`config.mk`:
```
export PLATFORM = sky130hd
export DESIGN_NAME = boot_rom_flat
export DESIGN_NICKNAME = d
export VERILOG_FILES = /design/src/hdl/bus_pkg.sv /design/src/hdl/mem_bus_if.sv /design/src/hdl/boot_rom.sv /design/src/flat_wrapper.sv
export VERILOG_INCLUDE_DIRS = /design/src /design/src/hdl
export SDC_FILE = /design/constraint.sdc
export NUM_CORES = 1
export LEC_CHECK = 0
export ABC_AREA = 0
export BUFFER_PORTS_ARGS = -buffer_cell sky130_fd_sc_hd__buf_2
export CAP_MARGIN = 20
export CORE_MARGIN = 4
export CORE_UTILIZATION = 30
export DETAILED_ROUTE_END_ITERATION = 8
export SLEW_MARGIN = 10
export SYNTH_ARGS = -nofsm -noshare
export SYNTH_HDL_FRONTEND = slang
export SYNTH_SLANG_ARGS = --single-unit
```
`constraint.sdc`:
```
create_clock -name clk_i -period 2.2 [get_ports clk_i]
set_clock_uncertainty 0.05 [all_clocks]
set_input_delay 0.55 -clock clk_i [delete_from_list [all_inputs] [get_ports clk_i]]
set_output_delay 0.55 -clock clk_i [all_outputs]
set_load 0.02 [all_outputs]
```
`src/hdl/soc_settings.svh`:
```
// Global widths, memory map and timing constants of the mini SoC.
// Include this header wherever one of the macros below is needed.
// Window lengths are in bytes, the SRAM depth in bus words.

`ifndef SOC_SETTINGS_SVH
`define SOC_SETTINGS_SVH

// Bus widths
`define SOC_DATA_WIDTH 32
`define SOC_ADDR_WIDTH 32

// --------------------------------------------------
// Memory map
// --------------------------------------------------
`define SOC_ROM_BASE     32'h0000_1000
`define SOC_ROM_LENGTH   32'h0000_0040
`define SOC_CLINT_BASE   32'h0200_0000
`define SOC_CLINT_LENGTH 32'h0000_0010
`define SOC_DRAM_BASE    32'h8000_0000

// DRAM window is this many words long
`define SOC_SRAM_WORDS 256

// Cycles after reset before a debug request may pass
`define SOC_DEBUG_DELAY_CYCLES 500

`endif

```
`src/hdl/bus_pkg.sv`:
```
// Bus level types shared by the decoder, the targets and the testbench.
// Members are referenced by scoped name, e.g. bus_pkg::data_t.

`include "soc_settings.svh"

package bus_pkg;

  // One bus address
  typedef logic [`SOC_ADDR_WIDTH-1:0] addr_t;

  // One bus word
  typedef logic [`SOC_DATA_WIDTH-1:0] data_t;

  // --------------------------------------------------
  // 64-bit timer register
  // --------------------------------------------------
  typedef struct packed {
    data_t hi;
    data_t lo;
  } timer_halves_t;

  // Full view for the compare, half view for bus access
  typedef union packed {
    logic [2*`SOC_DATA_WIDTH-1:0] full;
    timer_halves_t                half;
  } timer_word_u;

endpackage

```
`src/hdl/mem_bus_if.sv`:
```
// Single-word request/acknowledge bus between the decoder and a target.
// Four-phase handshake: req up, ack up, req down, ack down.
// Address, we and wdata are held stable while req is high; rdata and
// err are valid while ack is high.

interface mem_bus_if;

  // Initiator side
  logic           req;
  logic           we;
  bus_pkg::addr_t addr;
  bus_pkg::data_t wdata;

  // Target side
  logic           ack;
  bus_pkg::data_t rdata;
  logic           err;

  modport initiator (
    output req, we, addr, wdata,
    input  ack, rdata, err
  );

  modport target (
    input  req, we, addr, wdata,
    output ack, rdata, err
  );

endinterface

```
`src/hdl/boot_rom.sv`:
```
// Boot ROM with sixteen fixed words behind the request/ack bus.
// Reads return the word at the address's word offset; writes are
// acknowledged with err high and leave the table unchanged.

module boot_rom (
  input logic       clk_i,
  input logic       rst_ni,
  mem_bus_if.target bus
);

  localparam int unsigned RomWords = 16;
  localparam int unsigned IdxWidth = $clog2(RomWords);
  localparam int unsigned ByteOff  = $clog2($bits(bus_pkg::data_t) / 8);

  // Small boot stub followed by constants
  localparam bus_pkg::data_t RomTable [RomWords] = '{
    32'h0000_0297, 32'h0202_8593, 32'hf140_2573, 32'h0182_b283,
    32'h0002_8067, 32'h0000_0000, 32'h8000_0000, 32'h0000_0000,
    32'h1357_9bdf, 32'h2468_ace0, 32'h0000_1000, 32'h0200_0000,
    32'h0000_0073, 32'h1050_0073, 32'hffff_ffff, 32'ha5a5_5a5a
  };

  logic           ack_q;
  logic           err_q;
  bus_pkg::data_t rdata_q;

  always_ff @(posedge clk_i or negedge rst_ni) begin
    if (!rst_ni) begin
      ack_q <= 1'b0;
      err_q <= 1'b0;
    end else begin
      ack_q <= bus.req;
      err_q <= bus.req && bus.we;
    end
  end

  always_ff @(posedge clk_i) begin
    if (bus.req) begin
      rdata_q <= RomTable[bus.addr[ByteOff +: IdxWidth]];
    end
  end

  assign bus.ack   = ack_q;
  assign bus.err   = err_q;
  assign bus.rdata = rdata_q;

endmodule

```
`src/flat_wrapper.sv`:
```
// flat-port wrapper written by rule: the top's interface ports become plain ports
module boot_rom_flat 
  (clk_i, rst_ni, bus_req, bus_we, bus_addr, bus_wdata, bus_ack, bus_rdata, bus_err);
  mem_bus_if bus_i ();
  input logic clk_i;
  input logic rst_ni;
  input wire logic [$bits(bus_i.req)-1:0] bus_req;
  input wire logic [$bits(bus_i.we)-1:0] bus_we;
  input wire logic [$bits(bus_i.addr)-1:0] bus_addr;
  input wire logic [$bits(bus_i.wdata)-1:0] bus_wdata;
  output wire logic [$bits(bus_i.ack)-1:0] bus_ack;
  output wire logic [$bits(bus_i.rdata)-1:0] bus_rdata;
  output wire logic [$bits(bus_i.err)-1:0] bus_err;
  assign bus_i.req = bus_req;
  assign bus_i.we = bus_we;
  assign bus_i.addr = bus_addr;
  assign bus_i.wdata = bus_wdata;
  assign bus_ack = bus_i.ack;
  assign bus_rdata = bus_i.rdata;
  assign bus_err = bus_i.err;
  boot_rom u_core (.clk_i(clk_i), .rst_ni(rst_ni), .bus(bus_i));
endmodule
```
Yosys cells after proc, flatten, opt, wreduce, memory -nomap -nowiden
Memory sizes are Yosys's and may differ from the RTL's. A register that Yosys moved wholly into a read port is not among the register bits.
Index checks and enable logic that the tools add are counted.
- register bits after elaboration: 2
- bits in latches: 0
- memory bits (writable): 0
- memory bits (read-only): 512
- bits of input ports: 68
- output and inout bits: 34
- word-level logic and storage cells: 5
- memories kept: 1
- add/subtract/negate cells: 0
- multiply operators: 0
- divide/modulo/power cells: 0
- order comparisons: 0
- eq/ne operators: 0
- shifts and indexed selects: 0
- multiplexer cells: 0
- bitwise gates (word level): 1
- reduce and logical (&&, ||, !) cells: 1
- memories (memory ; depth ; bits a word ; read ports ; clocked after Yosys merged registers in ; wr ports ; line ; source):
    (name not given) ; 16 ; 32 ; 1 ; 1 ; 0 ; boot_rom.sv:39 ; rdata_q <= RomTable[bus.addr[ByteOff +: IdxWidth]];
- operators with widths (kind ; count):
    NOT 4 -> 5 bit ; 1
    logical AND 1 bit ; 1

Depth between registers and ports, before layout
- word-level depth: 1
- depth in mapped cells: 6
- mapped depth without buffers: 5

Worst setup path after synthesis
Ideal clock, no wire load.
- path type: input port to flip-flop
- from: input port bus_addr[2]
- to: register u_core.rdata_q[31], in the netlist u_core.bus.rdata[31], data pin
- arrival time: 1.294 ns
- required time: 1.891 ns
- path slack: 0.596 ns
- cell stages on the path: 4
- cells stage by stage: inv_1 -> ha_1 -> and2b_4 -> or2_1
- word-level cells in the longest chain between the ends: 1
- ends and longest elaborated chain (element ; line ; source):
    start, declared ; flat_wrapper.sv:9 ; input wire logic [$bits(bus_i.addr)-1:0] bus_addr;
    NOT 4 -> 5 bit (not written as such) ; boot_rom.sv:39 ;
    end, declared ; boot_rom.sv:25 ; bus_pkg::data_t rdata_q;
Every way passes these cells.

Worst setup path after layout
- from: input port bus_addr[3]
- to: register u_core.rdata_q[0], in the netlist u_core.bus.rdata[0], data pin
The elaborated chain is that of the path after synthesis.

==> out/metrics.csv <==
stage,metric,value,unit
critical_path,largest_fanout_on_the_critical_path,11,
power_and_ir_drop,cell_internal_pwr,1.08,mW
final_layout,insertedDiodeCount,0,
sta,max_clock_freq,615,MHz
logic_synthesis,postSynthAreaPerCell,12.9,um2
global_routing,grt.met2_usage,17.1,%
global_routing,global_route_wire_length_before_repair,4.70,mm
sta,tightestPinTransition,0.652,ns
power_and_ir_drop,switching_component_of_the_power,0.381,mW
place,dp.final_hpwl,2.01,mm
power_and_ir_drop,cellLeakagePower,0.806,nW
global_routing,antenna_found_initial,0,
critical_path,slowest_stage,sky130_fd_sc_hd__ha_1,
logic_synthesis,yosys_warnings,0,
critical_path,startpoint_kind_of_the_worst_setup_timing_path,primary input,
logic_synthesis,synth.area.top_cells,"sky130_fd_sc_hd__edfxtp_1 (56%), sky130_fd_sc_hd__ha_1 (5.6%), sky130_fd_sc_hd__mux2i_1 (4.5%)",
floorplan,coreArea,0.00507,mm2
sta,post-route-period-util,73.9,%
global_routing,pin_count_of_the_biggest_net_entering_global_routing,32,
drt,total_via_count_in_the_routed_design,1018,
floorplan,starting_density,30.9,%
drt,post_drt_wl_per_cell,11.9,um
sta,setup_total_negative_slack,0,ns
sta,rsz0062_at_grt,no,
logic_synthesis,syn_nets,197,
critical_path,crit_chain,buf_2 > inv_1 > ha_1 > nor2_2 > a21o_1 > a21oi_1,
final_layout,syn2layout_area_growth,21.9,%
final_layout,layout_commonest_cell,sky130_fd_sc_hd__buf_2,
power_and_ir_drop,p_per_area,765,mW/mm2
critical_path,timing.critical_path.arrival,1.70,ns
logic_synthesis,synth_seq_area_share,58.7,%
power_and_ir_drop,pwr-share-seq,49.1,%
final_layout,final_cell_mix,"sky130_fd_sc_hd__buf_2 (41), sky130_fd_sc_hd__edfxtp_1 (29), sky130_fd_sc_hd__a21oi_1 (11), sky130_fd_sc_hd__o21ai_1 (9)",
final_layout,final_layout_size_suffix_gt1_share,38.2,%
drt,via_per_inst,4.33,
final_layout,nNetsFinal,239,
power_and_ir_drop,power.combinational.fraction,17.9,%
critical_path,crit_family,adder cells,
place,routability_congestion_estimate_from_global_placement,0.762,
drt,drt_iter0_markers,62,
sta,timing.max_slew.rel_slack,56.6,%
final_layout,multi_input_area,537,um2
sta,timing.final.crit_period,1.63,ns
power_and_ir_drop,worst_ir_drop_vdd,0.239,mV
logic_synthesis,synth-xor-area-share,0.558,%
power_and_ir_drop,power.clock.fraction,33.0,%
clocking,clockRootBuffer,sky130_fd_sc_hd__clkbuf_8,
floorplan,floorplan.die.height,80.3,um
logic_synthesis,yosys-mux-area-fraction,4.47,%
sta,endpoints_failing_hold,0,
floorplan,ios,102,
critical_path,path_buf_inv,2,
clocking,cts.path.max_buffers,2,
critical_path,largest_stage_delay_on_the_critical_path,0.45,ns
logic_synthesis,synth_largest_type_area_fraction,55.5,%
job,max_cap_viol_count,0,
global_routing,global_route.usage.total,9.67,%
critical_path,crit_path_end_kind,flop,
power_and_ir_drop,fin_total_pwr,1.46,mW
clocking,clk_pin_slew_worst_paths,0.06,ns
place,dp_cells,226,
drt,route.antenna.remaining_nets,0,
global_routing,most_heavily_used_metal_layer_in_global_routing,met2,
logic_synthesis,synth-seq-cells,31,
clocking,numCtsBuffers,5,
global_routing,grt_pass1_vias,1001,
final_layout,nFillCells,514,
global_routing,grt.met3_usage,2.80,%
logic_synthesis,syn_area,0.00157,mm2
clocking,htreeDepth,2,
final_layout,layoutNonFillerInstCount,235,
final_layout,seqCellArea,921,um2
sta,slew_viol_final,0,
floorplan,die_width,80.3,um
drt,detailedRoute.firstPassIterationCount,4,
logic_synthesis,netlist_instances,122,
drt,totalWireLength,2.80,mm
outcome,run_status,"complete, no violations",
global_routing,grt_residual_overflow,0,
worst_hold_path,holdCritPathClass,in -> reg,
clocking,tritoncts_num_sinks,31,
place,buffer_ports.inserted,41,
logic_synthesis,synth_simple_gate_area_share,10.6,%
power_and_ir_drop,netSwitchingFraction,26.0,%
sta,final-setup-viol-count,0,
logic_synthesis,post_synth_num_cell_types,31,
clocking,cts_tree,built,
logic_synthesis,synth_top_family_by_area,compound AO/OA/AOI/OAI gates,
logic_synthesis,synth-compound-area-share,13.0,%
floorplan,area_enclosed_by_the_die_boundary,0.00645,mm2
critical_path,cp.required,2.27,ns
logic_synthesis,post_synth_fa_ha_maj_area_fraction,5.58,%
floorplan,rows,26,
logic_synthesis,netlist.top_cell.by_area,sky130_fd_sc_hd__edfxtp_1,
critical_path,timing.setup.critical_path_class,in -> reg,
drt,remaining_drc_errors,0,
global_routing,grt.met1_usage,10.3,%
[through the flow]
| stage | util, % | hold WS (ns) | setup slack [ns] | area [um2] |
|---|---|---|---|---|
| global placement | 35.5 | 0.286 | 0.297 | 1800 |
| floorplan | - | 0.204 | 0.596 | 1570 |
| detailed placement | 35.5 | 0.287 | 0.252 | 1800 |
| CTS | 37.7 | 0.426 | 0.544 | 1910 |
| global route | 37.7 | 0.429 | 0.412 | 1910 |
| finish | 37.7 | 0.437 | 0.574 | 1910 |
[state kept, by name (all words and copies together), names as in the netlist]
name,count
u_core.bus.ack,1
u_core.bus.err,1
u_core.bus.rdata,29
[metal layers]
metal | part of all wire [%] | wire [um]
met4 | 2.1 | 60
met5 | 0 | 0
met2 | 49 | 1360
met1 | 44 | 1230
met3 | 5.4 | 150
[power groups by stage]
stage / Sequential [mW] / Combinational, mW / Clock, mW
floorplan: 0.803 / 0.114 / 0
global placement: 0.730 / 0.265 / 0
detailed placement: 0.731 / 0.266 / 0
CTS: 0.719 / 0.268 / 0.496
global route: 0.723 / 0.291 / 0.532
finish: 0.718 / 0.263 / 0.483
[Yosys cell counts]
cell type and count:
sky130_fd_sc_hd__a211oi_2 1, sky130_fd_sc_hd__a21o_1 2, sky130_fd_sc_hd__a21oi_1 11, sky130_fd_sc_hd__a21oi_2 4
sky130_fd_sc_hd__a32o_1 1, sky130_fd_sc_hd__and2_1 4, sky130_fd_sc_hd__and2b_4 1, sky130_fd_sc_hd__and3_1 1
sky130_fd_sc_hd__buf_1 1, sky130_fd_sc_hd__buf_2 2, sky130_fd_sc_hd__buf_4 4, sky130_fd_sc_hd__buf_6 4
sky130_fd_sc_hd__dfrtp_1 2, sky130_fd_sc_hd__edfxtp_1 29, sky130_fd_sc_hd__ha_1 7, sky130_fd_sc_hd__inv_1 5
sky130_fd_sc_hd__inv_2 1, sky130_fd_sc_hd__mux2i_1 7, sky130_fd_sc_hd__nand2_1 3, sky130_fd_sc_hd__nand3_1 1
sky130_fd_sc_hd__nand3_2 1, sky130_fd_sc_hd__nand3_4 1, sky130_fd_sc_hd__nor2_1 5, sky130_fd_sc_hd__nor2_2 1
sky130_fd_sc_hd__nor2b_1 7, sky130_fd_sc_hd__o21a_1 2, sky130_fd_sc_hd__o21ai_1 9, sky130_fd_sc_hd__o21ai_2 1
sky130_fd_sc_hd__o31ai_1 1, sky130_fd_sc_hd__or2_1 2, sky130_fd_sc_hd__xnor2_1 1
[final cells by class]
cell class              instances  area share [%]
well taps                      70            4.58
inverters                       6            1.18
clock buffers                   8            5.23
multi-input cells              74            28.1
repair buffers                 46            12.8
flip-flops and latches         31            48.1
[path summary, 6_finish.rpt]
| path | start | endpoint | slack [ns] | depth (start not counted) |
|---|---|---|---|---|
| max in group asynchronous | rst_ni | u_core.bus.err | 1.47 | 2 |
| setup / recovery | bus_addr[3] | u_core.bus.rdata[0] | 0.57 | 6 |
| hold / removal | bus_we | u_core.bus.err | 0.44 | 2 |
| min in group asynchronous | rst_ni | u_core.bus.ack | 0.53 | 2 |
[kinds of logic after synthesis]
logic type | count (synthesis)
AOI/OAI and AO/OA | 32
DFF | 31
and+or+nand+nor | 27
buffers and inverters | 17
muxes | 7
adders and majority gates | 7
xor gates and xnor gates | 1
[what timing repair did]
action                                 CTS  global route
endpoints found under the hold margin    2             0
buffers inserted                         0             0
hold buffers                             1             0
gates resized for setup                  0             0
(Power assumes the default switching activity.)
