**config.mk**
```make
export PLATFORM = sky130hd
export DESIGN_NAME = timer_clint_flat
export DESIGN_NICKNAME = d
export VERILOG_FILES = /design/src/hdl/bus_pkg.sv /design/src/hdl/soc_map_pkg.sv /design/src/hdl/mem_bus_if.sv /design/src/hdl/timer_clint.sv /design/src/flat_wrapper.sv
export VERILOG_INCLUDE_DIRS = /design/src /design/src/hdl
export SDC_FILE = /design/constraint.sdc
export NUM_CORES = 1
export LEC_CHECK = 0
export BUFFER_PORTS_ARGS = -buffer_cell sky130_fd_sc_hd__buf_2
export CAP_MARGIN = 0
export CORE_MARGIN = 3
export CORE_UTILIZATION = 30
export DETAILED_ROUTE_END_ITERATION = 10
export PLACE_DENSITY_LB_ADDON = 0.05
export RECOVER_POWER = 50
export SLEW_MARGIN = 30
export SYNTH_ARGS = -nofsm -noshare
export SYNTH_HDL_FRONTEND = slang
export SYNTH_SLANG_ARGS = --single-unit
```
**constraint.sdc**
```tcl
create_clock -name clk_i -period 2.1 [get_ports clk_i]
set_clock_uncertainty 0.05 [all_clocks]
set_input_delay 0.315 -clock clk_i [delete_from_list [all_inputs] [get_ports clk_i]]
set_output_delay 0.315 -clock clk_i [all_outputs]
set_load 0.1 [all_outputs]
```
**src/hdl/soc_settings.svh**
```systemverilog
// Global widths, memory map and timing constants of the mini SoC.
// Include this header wherever one of the macros below is needed.
// Window lengths are in bytes, the SRAM depth in bus words.

`ifndef SOC_SETTINGS_SVH
`define SOC_SETTINGS_SVH

// Bus widths
`define SOC_DATA_WIDTH 32
`define SOC_ADDR_WIDTH 32

// --------------------------------------------------
// Memory map
// --------------------------------------------------
`define SOC_ROM_BASE     32'h0000_1000
`define SOC_ROM_LENGTH   32'h0000_0040
`define SOC_CLINT_BASE   32'h0200_0000
`define SOC_CLINT_LENGTH 32'h0000_0010
`define SOC_DRAM_BASE    32'h8000_0000

// DRAM window is this many words long
`define SOC_SRAM_WORDS 256

// Cycles after reset before a debug request may pass
`define SOC_DEBUG_DELAY_CYCLES 500

`endif

```
**src/hdl/bus_pkg.sv**
```systemverilog
// Bus level types shared by the decoder, the targets and the testbench.
// Members are referenced by scoped name, e.g. bus_pkg::data_t.

`include "soc_settings.svh"

package bus_pkg;

  // One bus address
  typedef logic [`SOC_ADDR_WIDTH-1:0] addr_t;

  // One bus word
  typedef logic [`SOC_DATA_WIDTH-1:0] data_t;

  // --------------------------------------------------
  // 64-bit timer register
  // --------------------------------------------------
  typedef struct packed {
    data_t hi;
    data_t lo;
  } timer_halves_t;

  // Full view for the compare, half view for bus access
  typedef union packed {
    logic [2*`SOC_DATA_WIDTH-1:0] full;
    timer_halves_t                half;
  } timer_word_u;

endpackage

```
**src/hdl/soc_map_pkg.sv**
```systemverilog
// Address map related types: which target a transfer goes to and
// the register layout inside the timer window.
// Members are referenced by scoped name, e.g. soc_map_pkg::TGT_ROM.

`include "soc_settings.svh"

package soc_map_pkg;

  // Decoded destination of a transfer
  typedef enum logic [1:0] {
    TGT_ROM,
    TGT_SRAM,
    TGT_TIMER,
    TGT_NONE
  } target_e;

  // Word offsets inside the timer window
  typedef enum logic [$clog2(`SOC_CLINT_LENGTH / (`SOC_DATA_WIDTH / 8))-1:0] {
    MTIME_LO    = 0,
    MTIME_HI    = 1,
    MTIMECMP_LO = 2,
    MTIMECMP_HI = 3
  } timer_reg_e;

endpackage

```
**src/hdl/mem_bus_if.sv**
```systemverilog
// Single-word request/acknowledge bus between the decoder and a target.
// Four-phase handshake: req up, ack up, req down, ack down.
// Address, we and wdata are held stable while req is high; rdata and
// err are valid while ack is high.

interface mem_bus_if;

  // Initiator side
  logic           req;
  logic           we;
  bus_pkg::addr_t addr;
  bus_pkg::data_t wdata;

  // Target side
  logic           ack;
  bus_pkg::data_t rdata;
  logic           err;

  modport initiator (
    output req, we, addr, wdata,
    input  ack, rdata, err
  );

  modport target (
    input  req, we, addr, wdata,
    output ack, rdata, err
  );

endinterface

```
**src/hdl/timer_clint.sv**
```systemverilog
// Core-local timer: 64-bit mtime stepped by the real-time clock, a
// 64-bit mtimecmp and a registered timer interrupt.
// mtime halves are read-only on the bus; mtimecmp halves are read/write.
// rtc_i is asynchronous to clk_i.

`include "soc_settings.svh"

module timer_clint (
  input  logic      clk_i,
  input  logic      rst_ni,
  input  logic      rtc_i,
  mem_bus_if.target bus,
  output logic      timer_irq_o
);

  localparam int unsigned RegWidth = $bits(soc_map_pkg::timer_reg_e);
  localparam int unsigned ByteOff  = $clog2(`SOC_DATA_WIDTH / 8);

  logic [1:0]              rtc_sync_q;
  logic                    rtc_prev_q;
  logic                    tick_q;
  bus_pkg::timer_word_u    mtime_q;
  bus_pkg::timer_word_u    mtimecmp_q;
  bus_pkg::addr_t          reg_off;
  soc_map_pkg::timer_reg_e reg_sel;
  logic                    wr_en;
  logic                    ack_q;
  logic                    err_q;
  logic                    irq_q;
  bus_pkg::data_t          rdata_q;

  assign reg_off = bus.addr - `SOC_CLINT_BASE;
  assign reg_sel = soc_map_pkg::timer_reg_e'(reg_off[ByteOff +: RegWidth]);
  assign wr_en   = bus.req && bus.we && !ack_q;

  always_ff @(posedge clk_i or negedge rst_ni) begin
    if (!rst_ni) begin
      rtc_sync_q      <= '0;
      rtc_prev_q      <= 1'b0;
      tick_q          <= 1'b0;
      mtime_q         <= '0;
      mtimecmp_q.full <= '1;
      ack_q           <= 1'b0;
      err_q           <= 1'b0;
      irq_q           <= 1'b0;
    end else begin
      // Two-flop synchronizer, then rising edge detect
      rtc_sync_q <= {rtc_sync_q[0], rtc_i};
      rtc_prev_q <= rtc_sync_q[1];
      tick_q     <= rtc_sync_q[1] && !rtc_prev_q;
      if (tick_q) begin
        mtime_q.full <= mtime_q.full + 1'b1;
      end

      ack_q <= bus.req;
      err_q <= bus.req && bus.we &&
               (reg_sel inside {soc_map_pkg::MTIME_LO, soc_map_pkg::MTIME_HI});
      if (wr_en) begin
        case (reg_sel)
          soc_map_pkg::MTIMECMP_LO: mtimecmp_q.half.lo <= bus.wdata;
          soc_map_pkg::MTIMECMP_HI: mtimecmp_q.half.hi <= bus.wdata;
          default: ;
        endcase
      end

      irq_q <= (mtime_q.full >= mtimecmp_q.full);
    end
  end

  // --------------------------------------------------
  // Read data
  // --------------------------------------------------
  always_ff @(posedge clk_i) begin
    if (bus.req) begin
      case (reg_sel)
        soc_map_pkg::MTIME_LO:    rdata_q <= mtime_q.half.lo;
        soc_map_pkg::MTIME_HI:    rdata_q <= mtime_q.half.hi;
        soc_map_pkg::MTIMECMP_LO: rdata_q <= mtimecmp_q.half.lo;
        default:                  rdata_q <= mtimecmp_q.half.hi;
      endcase
    end
  end

  assign bus.ack     = ack_q;
  assign bus.err     = err_q;
  assign bus.rdata   = rdata_q;
  assign timer_irq_o = irq_q;

  a_mtime_monotonic : assert property (@(posedge clk_i) disable iff (!rst_ni)
    mtime_q.full >= $past(mtime_q.full));

endmodule

```
**src/flat_wrapper.sv**
```systemverilog
// flat-port wrapper written by rule: the top's interface ports become plain ports
module timer_clint_flat 
  (clk_i, rst_ni, rtc_i, timer_irq_o, bus_req, bus_we, bus_addr, bus_wdata, bus_ack, bus_rdata, bus_err);
  mem_bus_if bus_i ();
  input  logic clk_i;
  input  logic rst_ni;
  input  logic rtc_i;
  output logic timer_irq_o;
  input wire logic [$bits(bus_i.req)-1:0] bus_req;
  input wire logic [$bits(bus_i.we)-1:0] bus_we;
  input wire logic [$bits(bus_i.addr)-1:0] bus_addr;
  input wire logic [$bits(bus_i.wdata)-1:0] bus_wdata;
  output wire logic [$bits(bus_i.ack)-1:0] bus_ack;
  output wire logic [$bits(bus_i.rdata)-1:0] bus_rdata;
  output wire logic [$bits(bus_i.err)-1:0] bus_err;
  assign bus_i.req = bus_req;
  assign bus_i.we = bus_we;
  assign bus_i.addr = bus_addr;
  assign bus_i.wdata = bus_wdata;
  assign bus_ack = bus_i.ack;
  assign bus_rdata = bus_i.rdata;
  assign bus_err = bus_i.err;
  timer_clint u_core (.clk_i(clk_i), .rst_ni(rst_ni), .rtc_i(rtc_i), .bus(bus_i), .timer_irq_o(timer_irq_o));
endmodule
```
# Yosys cells after proc, flatten, opt, wreduce, memory -nomap -nowiden
# Cells that the tools add are included.
# op_classes
reduce_logical	10
n_eq_ne	3
addsub	2
mul	0
n_shift	0
div	0
bitwise	0
order_cmp	1
mux	1
# op_table
operator	n
case mux 32 bit (3 select lines)	1
adder 64 x 1 -> 64 bit (second input constant)	1
greater-or-equal comparator 64 bit	1
== test 2 bit (second input constant)	2
logical AND 1 bit	4
AND reduction 2 bit	2
subtractor 4 x 1 -> 4 bit (second input constant)	1
== test 2 x 1 -> 1 bit (second input constant)	1
zero test 1 bit	2
zero test 2 bit	1
nonzero test 2 bit	1
# totals
ramBits	0
mem_bits_ro	0
register_bits	167
n_memories	0
latchBits	0
elab_cells	27
out_inout_bits	35
input_bits	69

# Logic depth before layout (Yosys ltp)
# logic_depth
word_depth	4
ltp_mapped	8
ltp_nobuf	8

# Least setup slack after synthesis
# OpenSTA, ideal clock, no wires.
# synth_timing
path_type	reg-to-reg
start	register u_core.mtimecmp_q[14] (netlist name)
end	register u_core.irq_q (netlist: u_core.timer_irq_o)
required_ns	1.918
setup_slack_ns	-0.065
stages_incl_launch_ff	9
arrival_ns	1.984
path_buffers	0
setup_time_ns	0.132
synth_period_minus_slack_ns	2.165
cell_sequence	dfstp_2 inv_1 ha_1 a21oi_1 nand2_1 a221o_1 or3_1 a211oi_1 o31ai_1
# synth_between
elab_chain_len	1
# synth_rtl
item	line	source
from (decl)	timer_clint.sv:23	bus_pkg::timer_word_u mtimecmp_q;
greater-or-equal comparator 64 bit	timer_clint.sv:66	irq_q <= (mtime_q.full >= mtimecmp_q.full);
to (signal assigned)	timer_clint.sv:66	
to (decl)	timer_clint.sv:29	logic irq_q;
# Every way passes these cells.
# A chain may end at the register's enable or synchronous reset.

# Worst setup path after layout
# layout_timing
start	register u_core.mtimecmp_q[0] (netlist name)
end	register u_core.irq_q (netlist: u_core.timer_irq_o)
# The elaborated chain is that of the path after synthesis.

==> results.ini <==
[timing]
grt_setup_unrepaired = true
post-route-period-util = 1.100
max_freq_ghz = 0.4330
worst_slack_ps = -209.6
worstMarginPinSlew_ps = 1141
holdWs_ps = 58.10
final_max_slew_viol_count = 0
period_needed_ps = 2310
hold_viol_final = 0
setup_violations = 5
max_slew_margin = 0.2390

[synth]
avgSynthCellArea_um2 = 11.96
synth-main-ff-cell = dfrtp_1
yosysUniqueCellTypes = 49
yosysWarnings = 0
synthesis.area_um2 = 8776
synthCells = 734
synth_seq_cells = 167
async_reset_ff_frac = 0.8084
synth_edf_count = 32
synth_nets = 868
yosysSeqAreaShare = 0.5036

[floorplan]
die_h_um = 177.0
core_area_um2 = 28320
dieArea_um2 = 31340
start_util = 0.3099
std_cell_rows = 61
ioPinCount = 104
dieWidth_um = 177.0

[grt]
antenna_found_initial = 0
grt_pass1_wl_mm = 38.75
globalRouteOverflowTotal = 0
grt_use_total = 0.1597
grt_max_degree = 47
grt_pass1_vias = 6928

[clock_tree]
ctsRootBufferMaster = clkbuf_16
clock_path_buffers = 2
clock_sinks = 167
clock_latency_ps = 420
numCtsBuffers = 17
cts_tree = yes
h-tree-depth = 4
clk_pin_slew_ps = 70

[pwr]
p_int_mw = 6.864
max-vdd-ir-drop_uv = 481.6
seqPwrFrac = 0.428
p_leak_nw = 5.318
totalPowerFinal_mw = 9.865
swShare = 0.3042
pwr_density_cell_nw_per_um2 = 852.7
p_clk_frac = 0.324
p_switching_mw = 3.001
combPwrFrac = 0.248

[drt]
routed_wl_mm = 23.99
ant_nets = 0
via_per_inst = 4.760
drt_iter0_markers = 263
wl_per_cell_um = 17.79
via_count = 6421
drc = 0
drtPass1Iterations = 4

[layout]
synthToLayoutAreaGrowth_pct = 31.84
final_util = 0.4086
n_fill_cell = 2745
final_common_cell = buf_4
final-instance-count-excl-fill = 1349
diodes = 0
final_cell_mix = buf_4, buf_2, nand2_1
nNetsFinal = 1092
drive_above_1_share = 0.4418

[critical_path]
cp.arrival_ps = 2550
path_class = register to register
start_kind = register
rr_startpoint = u_core.mtimecmp_q[0]
cp-end-kind = register
worstPathRequired_ps = 2340
startpoint = u_core.mtimecmp_q[0]
worstPathMaxFanout = 2

[min_path]
hold_path.class = input pin to register
min-delay-start = bus_wdata[21]

[place]
dp_cells = 1309
numPortBuffers = 73
gp_congestion = 0.8071
hpwl_mm = 18.11

[run_status]
violations = setup timing
status = finished, violations left

[flow_run]
drv_cap = 0

worst max-delay path, cell delays in order, from the launching register on:
cell       delay (ps)
dfstp_2           560
ha_4              190
nand2b_4          140
a2111oi_4         310
buf_4             170
nor4b_2            40
or3_4             410
a211oi_2          220
o31ai_1           100
synthesized netlist by cell type (2+ instances only):
cell type	instances	area [um^2]
and4_2	3	30.03
a221oi_1	3	26.28
o21ai_0	41	205.2
nand4_1	33	206.5
nor3_1	4	20.02
dfrtp_1	71	1777
nand2b_1	2	12.51
mux4_2	31	698.2
clkbuf_1	10	37.54
a21oi_1	23	115.1
buf_1	6	22.52
and3_1	5	31.28
or2_2	2	12.51
nor4_1	4	25.02
nor2_1	33	123.9
mux2_2	34	382.9
nand3_1	29	145.1
nand2_1	69	259.0
a211oi_1	5	37.54
ha_1	65	813.3
dfstp_2	64	1682
inv_1	68	255.2
xor2_1	18	157.7
buf_2	3	15.01
nor3_4	2	32.53
nor2b_1	2	12.51
and4_1	8	70.07
xnor2_1	44	385.4
edfxtp_1	32	960.9
layout make-up:
type | count | area (um^2) | share of cell area
flip-flops and latches | 167 | 4423 | 0.3823
clock buffers | 22 | 474.2 | 0.04099
well taps | 378 | 473.0 | 0.04088
multi-input cells | 480 | 4253 | 0.3676
clock inverters | 10 | 117.6 | 0.01017
repair buffers | 224 | 1574 | 0.1360
inverters | 68 | 255.2 | 0.02206
through the flow:
stage,TNS [ps],setup WS [ps],instance area [um^2]
floorplan,0,0.4345,8818
global placement,-726.8,-699.5,10750
detailed placement,-806.3,-693.4,10750
CTS,-282.8,-259.4,11490
global route,-3771,-293.1,11570
finish,-343.3,-209.6,11570
cells by family after synthesis:
logic type      synth area share
simple gates              0.1269
flops                     0.5036
buf+inv                  0.03764
compound gates           0.04933
mux                       0.1262
fa+ha+maj                0.09267
xor+xnor                 0.06373
sequential cells by signal (all words and copies together), names as in the netlist:
register	count
u_core.rtc_sync_q	2
u_core.timer_irq_o	1
u_core.mtime_q	64
u_core.rtc_prev_q	1
u_core.bus.err	1
u_core.tick_q	1
u_core.bus.rdata	32
u_core.bus.ack	1
u_core.mtimecmp_q	64
routing by layer:
| metal | wire length, um | global-route usage | vias up | part of all wire |
|---|---|---|---|---|
| met3 | 632 | 0.02231 | 29 | 0.026 |
| li1 | - | - | 3088 | - |
| met1 | 11350 | 0.2186 | 3217 | 0.47 |
| met2 | 11560 | 0.2628 | 87 | 0.48 |
| met5 | 0 | 0 | - | 0 |
| met4 | 448 | 0.05008 | 0 | 0.019 |
power groups by stage:
stage          clock network, mW  logic, mW  registers, mW
3_5_place_dp                   0       2.29           4.28
4_1_cts                     3.31       2.48           4.23
3_3_place_gp                   0       2.28           4.27
5_1_grt                     3.40       2.70           4.28
6_report                    3.20       2.44           4.23
2_1_floorplan                  0      0.960           4.76
worst paths after layout:
check | to | slack [ps] | cells past startpoint
min reg2reg | u_core.rtc_sync_q[1] | 300 | 0
min in group asynchronous | u_core.mtime_q[49] | 620 | 2
max in group asynchronous | u_core.mtime_q[27] | 220 | 3
min | u_core.mtimecmp_q[21] | 60 | 3
max reg2reg | u_core.timer_irq_o | -210 | 8
max | u_core.timer_irq_o | -210 | 8
timing repair:
item / in CTS / in global routing
setup endpoints to repair: 11 / 25
resized for setup: 24 / 23
hold buffers: 2 / 0
pin swaps: 16 / 13
hold endpoints to repair: 26 / 0
buffers inserted: 1 / 5
Power figures use the tool's default switching activity.
