File: src/hdl/soc_settings.svh
// Global widths, memory map and timing constants of the mini SoC.
// Include this header wherever one of the macros below is needed.
// Window lengths are in bytes, the SRAM depth in bus words.

`ifndef SOC_SETTINGS_SVH
`define SOC_SETTINGS_SVH

// Bus widths
`define SOC_DATA_WIDTH 32
`define SOC_ADDR_WIDTH 32

// --------------------------------------------------
// Memory map
// --------------------------------------------------
`define SOC_ROM_BASE     32'h0000_1000
`define SOC_ROM_LENGTH   32'h0000_0040
`define SOC_CLINT_BASE   32'h0200_0000
`define SOC_CLINT_LENGTH 32'h0000_0010
`define SOC_DRAM_BASE    32'h8000_0000

// DRAM window is this many words long
`define SOC_SRAM_WORDS 256

// Cycles after reset before a debug request may pass
`define SOC_DEBUG_DELAY_CYCLES 500

`endif

File: src/hdl/debug_gate.sv
// Debug request gate. A down-counter loaded at reset holds the request
// off for a fixed number of cycles so boot code can run first; after
// that the request passes only while debug is enabled.

`include "soc_settings.svh"

module debug_gate (
  input  logic clk_i,
  input  logic rst_ni,
  input  logic debug_req_i,
  input  logic debug_enable_i,
  output logic debug_req_o
);

  localparam int unsigned CntWidth = $clog2(`SOC_DEBUG_DELAY_CYCLES + 1);

  logic [CntWidth-1:0] cnt_q;

  // Stops at zero
  always_ff @(posedge clk_i or negedge rst_ni) begin
    if (!rst_ni) begin
      cnt_q <= CntWidth'(`SOC_DEBUG_DELAY_CYCLES);
    end else if (cnt_q != '0) begin
      cnt_q <= cnt_q - 1'b1;
    end
  end

  assign debug_req_o = (cnt_q == '0) && debug_enable_i && debug_req_i;

endmodule

File: config.mk
export PLATFORM = sky130hd
export DESIGN_NAME = debug_gate
export DESIGN_NICKNAME = d
export VERILOG_FILES = /design/src/hdl/debug_gate.sv
export VERILOG_INCLUDE_DIRS = /design/src /design/src/hdl
export SDC_FILE = /design/constraint.sdc
export NUM_CORES = 1
export LEC_CHECK = 0
export BUFFER_PORTS_ARGS = -buffer_cell sky130_fd_sc_hd__buf_4
export CAP_MARGIN = 20
export CORE_AREA = 2 2 39 41
export CTS_BUF_LIST = sky130_fd_sc_hd__clkbuf_4 sky130_fd_sc_hd__clkbuf_8
export CTS_CLUSTER_SIZE = 12
export DETAILED_ROUTE_END_ITERATION = 16
export DIE_AREA = 0 0 41 43
export PLACE_DENSITY = 0.57
export REMOVE_ABC_BUFFERS = 1
export SYNTH_ARGS = -nofsm -noshare
export SYNTH_HDL_FRONTEND = slang
export SYNTH_SLANG_ARGS = --single-unit
File: constraint.sdc
create_clock -name clk_i -period 3.55 [get_ports clk_i]
set_input_delay 0.5325 -clock clk_i [delete_from_list [all_inputs] [get_ports clk_i]]
set_output_delay 0.5325 -clock clk_i [all_outputs]
set_load 0.01 [all_outputs]
# Yosys cells after proc, flatten, opt, wreduce, memory -nomap -nowiden
# Index checks and enable logic that the tools add are counted.
# W data, S select, Z words.
[word_totals] output_inout_bits=1 ram_bits=0 latch_bits=0 register_bits=9 n_memories=0 romBits=0
[classes] mul=0 add_sub_neg=1 eq_ne=0 n_shift=0 order_cmp=0 n_div=0 n_reduce_logical=4 bitwise=0 n_mux=0
[op_table] op="$logic_not A9 Y1" n=1
[op_table] op="$reduce_bool A9 Y1" n=1
[op_table] op="$sub A9 B1 Y9 const B" n=1
[op_table] op="$logic_and A1 B1 Y1" n=2

# Logic depth before layout (Yosys ltp)
# Gate-level depths: netlist (run 1).
[logic_depth] depth_word=3 mapped_depth=5 mapped_depth_nobuf=5

# Worst setup path after synthesis (run 1)
# OpenSTA, ideal clock, no wires.
[synth_timing] path_kind="register -> output" startpoint="register cnt_q[3]" endpoint="output debug_req_o" slack_ns=1.499 n_path_buf=0 t_arrival_ns=1.518 stages_incl_launch_ff=4 cell_sequence="dfrtp_1 > or4_4 > nor4_4 > and3_1"
[synth_via] elab_chain_cells=3
[synth_rtl] item="from (decl)" line="debug_gate.sv:17" source="logic [CntWidth-1:0] cnt_q;"
[synth_rtl] item="from (signal assigned)" line="debug_gate.sv:22" source="cnt_q <= CntWidth'(`SOC_DEBUG_DELAY_CYCLES);"
[synth_rtl] item="from (signal assigned)" line="debug_gate.sv:24" source="cnt_q <= cnt_q - 1'b1;"
[synth_rtl] item="$logic_not A9 Y1" line="debug_gate.sv:28" source="assign debug_req_o = (cnt_q == '0) && debug_enable_i && debug_req_i;"
[synth_rtl] item="$logic_and A1 B1 Y1 (2 in a row)" line="debug_gate.sv:28"
[synth_rtl] item="to (decl)" line="debug_gate.sv:12" source="output logic debug_req_o"
# Every way passes these cells.

# Final worst setup path (run 1)
# Ends and elaborated chain as after synthesis.

==> results.toml, run 1 <==
[outcome]
status = "finished, final reports clean"

[sta]
fmax_mhz = 400.5
finalSetupViolCount = 0
hold-worst-slack_ns = 0.08387
rsz0062_at_grt = "false"
fin_tns_setup_ns = 0
tightest_slew_ns = 0.3814
period_share = 0.7033
slew_viol_final = 0
maxSlewHeadroom = 0.7439
fin_crit_ns = 2.497
skew_ns = 0.002425
hold_viol_final = 0

[worst_setup_path]
worst_setup_path_start_kind = "flop"
worstPathArrival_ns = 1.96
cp_max_fo = 5
crit_required_ns = 3.02
cp_slowest_stage_delay_ns = 0.59
worst-path-buf-inv = 1
cp_top_family = "simple AND/OR/NAND/NOR gates"
crit_chain = "or4_4 -> nor4_4 -> and3_1 -> buf_4"
path_class = "reg -> out"
crit_path_end_kind = "output port"
slowest_stage = "or4_4"

[detailed_routing]
ant_nets = 0
initialDrtViolationCount = 2
vias = 301
drc = 0
routedWlPerCell_um = 11.54
via_per_inst = 4.778
finalWirelength_um = 727
firstDrtPassIters = 3

[final_layout]
drive_above_1_share = 0.4255
reg.largest.list = "cnt_q (9)"
antennaDiodeCount = 0
regMostFlops = "cnt_q"
synthToLayoutAreaGrowth_pct = 18.08
largest_reg_flops = 9
nets = 53

[clocking]
cts.clk_slew.worst_paths_ns = 0.06
cts.htree.levels = 1
cts_setup_buffers = 0
clock_path_buffers = 2
insertion_delay_ns = 0.26
cts.sinks = 9
cts_made_buffers = 3
cts_tree = "built"
post_cts_resized = 0
hold_buffers = 0
clockRootBuffer = "clkbuf_4"

[yosys]
synth.ff_latch_count = 9
yosysSeqAreaShare = 0.5254
synth-main-ff-cell = "dfstp_2"
synth_edf_count = 0
synth_top_area_share = 0.3559
synthSimpleGateAreaFrac = 0.2203
synth_xor_area_frac = 0.01977
synth_top_cell_by_area = "dfstp_2"
ys_async_sr_fraction = 1.000
ys_types = 20
ys_top_cells_by_count = "dfstp_2 (6), o21ai_0 (6), dfrtp_1 (3)"
synth_warnings = 0
synth_compound_area_frac = 0.1412
netlist_instances = 39
synthTopCellsByArea = "dfstp_2 (36%), dfrtp_1 (17%), o21ai_0 (6.8%), nor4_4 (4.8%), o31ai_1 (3.4%)"
muxShareOfSynthArea = 0.04802
synth.cell_area_um2 = 442.9
synth_fa_ha_area_frac = 0.02825
synth_top_family_by_area = "simple AND/OR/NAND/NOR gates"
avgSynthCellArea_um2 = 11.36

[die]
die_area_um2 = 1763
fp.dieH_um = 43
ios = 5
core-area_um2 = 1384
dieWidth_um = 41
rows = 14
start_util = 0.3201

[placed_design]
io_buffers = 4
dp_hpwl_um = 536.9
gp_congestion = 0.7125

[power_and_ir_drop]
power-per-cell-area_nw_per_um2 = 373.4
p_leak_nw = 0.2446
swShare = 0.1963
seq_power_share = 0.527
power_mw = 0.1953
p_sw_mw = 0.03833
peakVddDrop_mv = 0.2245
p_int_mw = 0.1569
comb_power_share = 0.030
power_frac_clock = 0.443

[global_route]
grt_pass1_wl_um = 1345
grt_max_degree = 10
antenna_found_initial = 0
grt_pass1_vias = 290
overflow = 0
grt.total_usage = 0.1202

[hold_path]
hp-class = "in -> async"

[flow_run]
drv_cap = 0
==> layout by cell type, fill, tap and decap left out <==
cell type / count
o21ai_0: 6
dfstp_2: 6
clkbuf_4: 4
buf_4: 4
dfrtp_1: 3
inv_1: 2
nand2b_1: 2
or2_2: 2
nor3_1: 2
o31ai_1: 2
or3_1: 2
nor2_1: 2
or4_4: 1
nor4_4: 1
and3_1: 1
nand2_1: 1
mux2i_1: 1
xnor2_1: 1
o21bai_1: 1
mux2_2: 1
o31a_2: 1
ha_1: 1
==> logic make-up after synthesis <==
group           Yosys count
mux                       2
buf+inv                   2
simple gates             14
flops                     9
fa+ha+maj                 1
xor+xnor                  1
compound gates           10
==> worst reg2reg max path: stages (launching register included) <==
cell and delay (ns):
dfrtp_1 0.41, or4_4 0.59, nor4_4 0.38, mux2i_1 0.22
==> stage by stage <==
step / util / setup WS [ns] / area [µm²] / instances
6_report: 0.3779 / 1.053 / 523.0 / 63
4_1_cts: 0.3779 / 1.033 / 523.0 / 63
3_5_place_dp: 0.3562 / 1.323 / 493.0 / 59
5_1_grt: 0.3779 / 0.9672 / 523.0 / 63
3_3_place_gp: 0.3562 / 1.342 / 493.0 / 59
2_1_floorplan: - / 1.499 / 442.9 / 39
==> power groups by stage <==
stage / Clock (mW) / Combinational [mW] / Sequential, mW
after detailed placement: 0 / 0.00609 / 0.105
after global routing: 0.0985 / 0.00664 / 0.103
final: 0.0865 / 0.00586 / 0.103
after floorplan: 0 / 0.000759 / 0.105
after global placement: 0 / 0.00601 / 0.105
after CTS: 0.0908 / 0.00610 / 0.103
==> final cells by class <==
type | instances | area, µm²
multi-input combinational | 28 | 202.7
inverter | 2 | 7.507
clock buffer | 4 | 30.03
sequential | 9 | 232.7
timing repair buffer | 4 | 30.03
fill | 138 | 860.8
tap | 16 | 20.02
==> routing by layer <==
layer  routed length [µm]  global-route usage  up-vias  part of all wire
met3                   42             0.09424        0             0.058
met2                  331              0.1500        6              0.46
li1                     -                   -      158                 -
met1                  353              0.1541      137              0.49
met5                    0                   0        -                 0
met4                    0             0.04000        0                 0
==> final timing paths <==
| check | endpoint | depth (start not counted) | startpoint | slack [ns] |
|---|---|---|---|---|
| max in group asynchronous | cnt_q[4]$_DFFE_PN1P_ | 1 | rst_ni | 3.25 |
| min reg2reg | cnt_q[0]$_DFFE_PN0P_ | 1 | cnt_q[0]$_DFFE_PN0P_ | 0.51 |
| max reg2reg | cnt_q[1]$_DFFE_PN0P_ | 3 | cnt_q[3]$_DFFE_PN0P_ | 1.88 |
| min | cnt_q[0]$_DFFE_PN0P_ | 1 | rst_ni | 0.08 |
| max | debug_req_o | 4 | cnt_q[3]$_DFFE_PN0P_ | 1.05 |
| min in group clk_i | cnt_q[0]$_DFFE_PN0P_ | 1 | cnt_q[0]$_DFFE_PN0P_ | 0.51 |
No activity file was read; power rests on OpenSTA's default activity.
==> run 2, diff against run 1 <==
==> constraint.sdc (replaced) <==
create_clock -name clk_i -period 2.5 [get_ports clk_i]
set_input_delay 0.375 -clock clk_i [delete_from_list [all_inputs] [get_ports clk_i]]
set_output_delay 0.375 -clock clk_i [all_outputs]
set_load 0.01 [all_outputs]
==> run 2 against run 1 <==
Global-route usage rose by 0.90 points. Clock power rose by 41%. Sequential cell count stayed put. Register-to-register slack got worse by 1.0 ns. Final area increased by 3.3%. Sequential power is 42% higher. Critical path depth did not move. Critical path type unchanged. Cell count is 3.2% higher. Power increased by 42%. Worst hold slack better by 0.39 ns. Die area did not move.
==> results.toml, run 2 (synthesis results as in run 1) <==
[clocking]
cts_made_buffers = 3
clockRootBuffer = "clkbuf_4"
insertion_delay_ns = 0.26
cts.clk_slew.worst_paths_ns = 0.06
cts.htree.levels = 1
cts.sinks = 9
clock_path_buffers = 2
cts_setup_buffers = 0
cts_tree = "built"

[sta]
rsz0062_at_grt = "false"
fin_crit_ns = 2.167
fin_tns_setup_ns = 0
slew_viol_final = 0
skew_ns = 0.003951
fmax_mhz = 461.4
finalSetupViolCount = 0
hold_viol_final = 0
tightest_slew_ns = 0.3038
period_share = 0.8669
maxSlewHeadroom = 0.7975

[detailed_routing]
vias = 315
firstDrtPassIters = 2
via_per_inst = 4.846
routedWlPerCell_um = 11.57
ant_nets = 0
finalWirelength_um = 752
drc = 0
initialDrtViolationCount = 2

[placed_design]
dp_hpwl_um = 554.4
gp_congestion = 0.6537
io_buffers = 4

[die]
die_area_um2 = 1763
dieWidth_um = 41
rows = 14
core-area_um2 = 1384
fp.dieH_um = 43
ios = 5
start_util = 0.3201

[power_and_ir_drop]
peakVddDrop_mv = 0.2334
swShare = 0.1950
p_int_mw = 0.2239
seq_power_share = 0.526
power-per-cell-area_nw_per_um2 = 514.5
comb_power_share = 0.034
p_leak_nw = 0.2529
p_sw_mw = 0.05423
power_frac_clock = 0.440

[worst_setup_path]
cp_slowest_stage_delay_ns = 0.59
worst_setup_path_start_kind = "flop"
crit_path_end_kind = "output port"
cp_max_fo = 5
path_class = "reg -> out"
ff2ff_path_depth = 4
r2r_end = "cnt_q[1]$_DFFE_PN0P_"
cp_top_family = "simple AND/OR/NAND/NOR gates"
crit_required_ns = 2.12
worstPathArrival_ns = 1.79
worst-path-buf-inv = 1
crit_chain = "or4_4 -> nor4_4 -> and3_1 -> buf_4"
r2r-start = "cnt_q[3]$_DFFE_PN0P_"
r2r_setup_slack_ns = 0.84
slowest_stage = "or4_4"

[global_route]
antenna_found_initial = 0
grt.total_usage = 0.1292
grt_pass1_vias = 319
grt_max_degree = 10
grt_pass1_wl_um = 1407
overflow = 0

[final_layout]
largest_reg_flops = 9
antennaDiodeCount = 0
final_cell_mix = "o21ai_0 (6), dfstp_2 (6), buf_4 (5), clkbuf_4 (4), dfrtp_1 (3)"
drive_above_1_share = 0.4286
nets = 55
regMostFlops = "cnt_q"
reg.largest.list = "cnt_q (9)"
synthToLayoutAreaGrowth_pct = 22.03
post-route-util = 0.3906

[outcome]
status = "finished, final reports clean"

[hold_path]
hp-class = "in -> async"

[flow_run]
drv_cap = 0
-- run 2: worst max path at each step --
| stage | cells after the start | from | slack (ns) | to |
|---|---|---|---|---|
| after floorplan | 3 | cnt_q[3]$_DFFE_PN0P_ | 0.61 | debug_req_o |
| after global placement | 4 | cnt_q[3]$_DFFE_PN0P_ | 0.60 | debug_req_o |
| after detailed placement | 4 | cnt_q[3]$_DFFE_PN0P_ | 0.60 | debug_req_o |
| after CTS | 4 | cnt_q[3]$_DFFE_PN0P_ | 0.31 | debug_req_o |
| after global routing | 4 | cnt_q[3]$_DFFE_PN0P_ | 0.21 | debug_req_o |
| final | 4 | cnt_q[3]$_DFFE_PN0P_ | 0.33 | debug_req_o |
-- run 2: layout make-up --
type | instances | area (µm²)
Timing Repair Buffer | 6 | 47.55
Tap cell | 16 | 20.02
Inverter | 2 | 7.507
Sequential cell | 9 | 232.7
Clock buffer | 4 | 30.03
Fill cell | 144 | 843.3
Multi-Input combinational cell | 28 | 202.7
-- run 2: metal layers --
layer | part of all wire | routed length [µm] | GRT usage
met1 | 0.47 | 357 | 0.1611
met2 | 0.47 | 352 | 0.1625
met3 | 0.040 | 30 | 0.09424
met4 | 0.016 | 12 | 0.06000
met5 | 0 | 0 | 0
-- run 2: per-stage QoR --
step / hold slack [ns] / worst slack, ns / cell area [µm²] / cells / total power [mW]
2_1_floorplan: 0.07941 / 0.6068 / 442.9 / 39 / 0.1496
3_3_place_gp: 0.2068 / 0.5989 / 500.5 / 60 / 0.1570
3_5_place_dp: 0.2071 / 0.6020 / 500.5 / 60 / 0.1571
4_1_cts: 0.4705 / 0.3079 / 540.5 / 65 / 0.2851
5_1_grt: 0.4876 / 0.2099 / 540.5 / 65 / 0.2935
6_report: 0.4741 / 0.3327 / 540.5 / 65 / 0.2781
-- run 2: timing repair --
action	CTS	global route
hold buffers	1	0
endpoints found under the setup margin	0	0
endpoints found under the hold margin	3	0
gates resized for setup	0	0
-- run 2: power by group through the flow --
stage | sequential (mW) | clock, mW | combinational (mW)
after floorplan | 0.148 | 0 | 0.00108
after global placement | 0.148 | 0 | 0.00856
after detailed placement | 0.148 | 0 | 0.00864
after CTS | 0.146 | 0.129 | 0.00988
after global routing | 0.146 | 0.137 | 0.0107
final | 0.146 | 0.122 | 0.00944
==> run 3, diff against run 2 <==
--- a/config.mk
+++ b/config.mk
@@ -6,6 +6,7 @@
 export SDC_FILE = /design/constraint.sdc
 export NUM_CORES = 1
 export LEC_CHECK = 0
+export ABC_AREA = 1
 export BUFFER_PORTS_ARGS = -buffer_cell sky130_fd_sc_hd__buf_4
 export CAP_MARGIN = 20
 export CORE_AREA = 2 2 39 41
@@ -13,7 +14,7 @@
 export CTS_CLUSTER_SIZE = 12
 export DETAILED_ROUTE_END_ITERATION = 16
 export DIE_AREA = 0 0 41 43
-export PLACE_DENSITY = 0.57
+export PLACE_DENSITY = 0.63
 export REMOVE_ABC_BUFFERS = 1
 export SYNTH_ARGS = -nofsm -noshare
 export SYNTH_HDL_FRONTEND = slang
==> run 3 against run 2 <==
Cell count up 43%. Clock skew rose by 0.0020 ns. Clock power grew 4%. Register-to-register slack better by 0.33 ns. Worst hold slack worse by 0.014 ns. Sequential cell count is the same. Critical path type unchanged. Largest cell class unchanged. Sequential share of layout area fell by 4.1 points. Die area stayed put. Synthesized cell count rose by 74%.
==> results.toml, run 3 <==
[sta]
period_share = 0.7791
hold-worst-slack_ns = 0.4605
rsz0062_at_grt = "false"
fin_tns_setup_ns = 0
fin_crit_ns = 1.948
finalSetupViolCount = 0
fmax_mhz = 513.4
tightest_slew_ns = 0.2078
maxSlewHeadroom = 0.8610
skew_ns = 0.005962
hold_viol_final = 0
slew_viol_final = 0

[detailed_routing]
drc = 0
vias = 408
firstDrtPassIters = 4
finalWirelength_um = 850
initialDrtViolationCount = 11
routedWlPerCell_um = 9.140
ant_nets = 0
via_per_inst = 4.387

[flow_run]
drv_cap = 0

[clocking]
clock_path_buffers = 2
cts_tree = "built"
insertion_delay_ns = 0.27
cts.htree.levels = 1
cts_made_buffers = 3
cts.sinks = 9
cts.clk_slew.worst_paths_ns = 0.07
post_cts_resized = 0
clockRootBuffer = "clkbuf_4"

[yosys]
synth-main-ff-cell = "dfstp_2"
synth.cell_area_um2 = 508.0
yosysSeqAreaShare = 0.4581
synth_top_cell_by_area = "dfstp_2"
avgSynthCellArea_um2 = 7.470
synth_top_area_share = 0.3103
synth_warnings = 0
synth.most_common_cell = "nand2_1"
synthTopCellsByArea = "dfstp_2 (31%), dfrtp_1 (15%), nand2_1 (14%), inv_1 (10%), nor2_1 (6.7%)"
ys_async_sr_fraction = 1.000
netlist_instances = 68
ys_top_cells_by_count = "nand2_1 (19), inv_1 (14), nor2_1 (9), dfstp_2 (6), nand3_1 (4)"
ys_types = 19
synth_edf_count = 0
synth.ff_latch_count = 9

[final_layout]
nets = 83
final_cells = 93
layout_commonest_cell = "nand2_1"
regMostFlops = "cnt_q"
antennaDiodeCount = 0
final_cell_mix = "nand2_1 (19), inv_1 (14), nor2_1 (9), dfstp_2 (6)"
drive_above_1_share = 0.2727
synthToLayoutAreaGrowth_pct = 17.73
reg.largest.list = "cnt_q (9)"
largest_reg_flops = 9

[worst_setup_path]
cp_slowest_stage_delay_ns = 0.39
worstPathArrival_ns = 1.57
cp_max_fo = 10
worst_setup_path_start_kind = "flop"
path_class = "reg -> out"
cp_top_family = "simple AND/OR/NAND/NOR gates"
crit_required_ns = 2.12
crit_chain = "inv_1 -> ha_1 -> nand2_2 -> nor2_4 -> nand2_4 -> nor2_1 -> buf_4"
slowest_stage = "dfrtp_1"
worst-path-buf-inv = 2
crit_path_end_kind = "output port"

[power_and_ir_drop]
power_mw = 0.2826
p_leak_nw = 0.3308
peakVddDrop_mv = 0.2131
power-per-cell-area_nw_per_um2 = 472.6

[global_route]
grt_max_degree = 11
grt_pass1_wl_um = 1407
overflow = 0
grt_pass1_vias = 344
antenna_found_initial = 0
grt.total_usage = 0.1250

[outcome]
status = "finished, final reports clean"

[die]
ios = 5
die_area_um2 = 1763
rows = 14
start_util = 0.3671
fp.dieH_um = 43
core-area_um2 = 1384
dieWidth_um = 41

[hold_path]
hp-class = "in -> async"

[placed_design]
gp_congestion = 0.7328
placed_cells = 88
io_buffers = 4
dp_hpwl_um = 647.6
## run 3: power breakdown
| group | internal [mW] | leakage, nW | switching [mW] |
|---|---|---|---|
| registers | 0.146 | 0.104 | 0 |
| logic | 0.00537 | 0.209 | 0.00436 |
| clock network | 0.0725 | 0.0184 | 0.0543 |
## run 3: area by class of cell
cell class              count  area [µm²]
clock buffers               4       30.03
fillers                   136       785.8
inverters                  15       57.56
multi-input cells          44       217.7
flip-flops and latches      9       232.7
well taps                  16       20.02
repair buffers              5       40.04
## run 3: final timing paths
kind	from	end	cells after the start	slack, ns
min in group clk_i	cnt_q[7]$_DFFE_PN1P_	cnt_q[7]$_DFFE_PN1P_	2	0.48
max reg2reg	cnt_q[0]$_DFFE_PN0P_	cnt_q[1]$_DFFE_PN0P_	7	1.17
max in group asynchronous	rst_ni	cnt_q[7]$_DFFE_PN1P_	2	1.82
min reg2reg	cnt_q[7]$_DFFE_PN1P_	cnt_q[7]$_DFFE_PN1P_	2	0.48
min	rst_ni	cnt_q[3]$_DFFE_PN0P_	2	0.46
max	cnt_q[0]$_DFFE_PN0P_	debug_req_o	7	0.55
## run 3: metrics by stage
step / setup WS (ns) / util / instance area (µm²)
6_report: 0.5523 / 0.4322 / 598.1
3_3_place_gp: 0.8613 / 0.4033 / 558.0
4_1_cts: 0.5448 / 0.4322 / 598.1
5_1_grt: 0.3809 / 0.4322 / 598.1
3_5_place_dp: 0.8394 / 0.4033 / 558.0
2_1_floorplan: 0.9604 / - / 508.0
## run 3: logic make-up after synthesis
logic type               synth area share
AND/OR/NAND/NOR                    0.3399
adder cells (fa/ha/maj)           0.02463
XOR/XNOR                          0.01724
flip-flops                         0.4581
AO/OA/AOI/OAI                     0.04677
buffers and inverters              0.1133
## run 3: per-layer routing
layer  wire, µm  GRT usage  vias up  share of wire
met2        342     0.1531        9           0.40
li1           -          -      220              -
met1        447     0.1661      174           0.53
met3         27    0.04712        5          0.032
met4         33     0.1000        0          0.039
met5          0          0        -              0
## run 3: what timing repair did
action                    in CTS  in global routing
hold endpoints to repair       3                  0
setup buffers                  0                  0
hold buffers                   1                  0
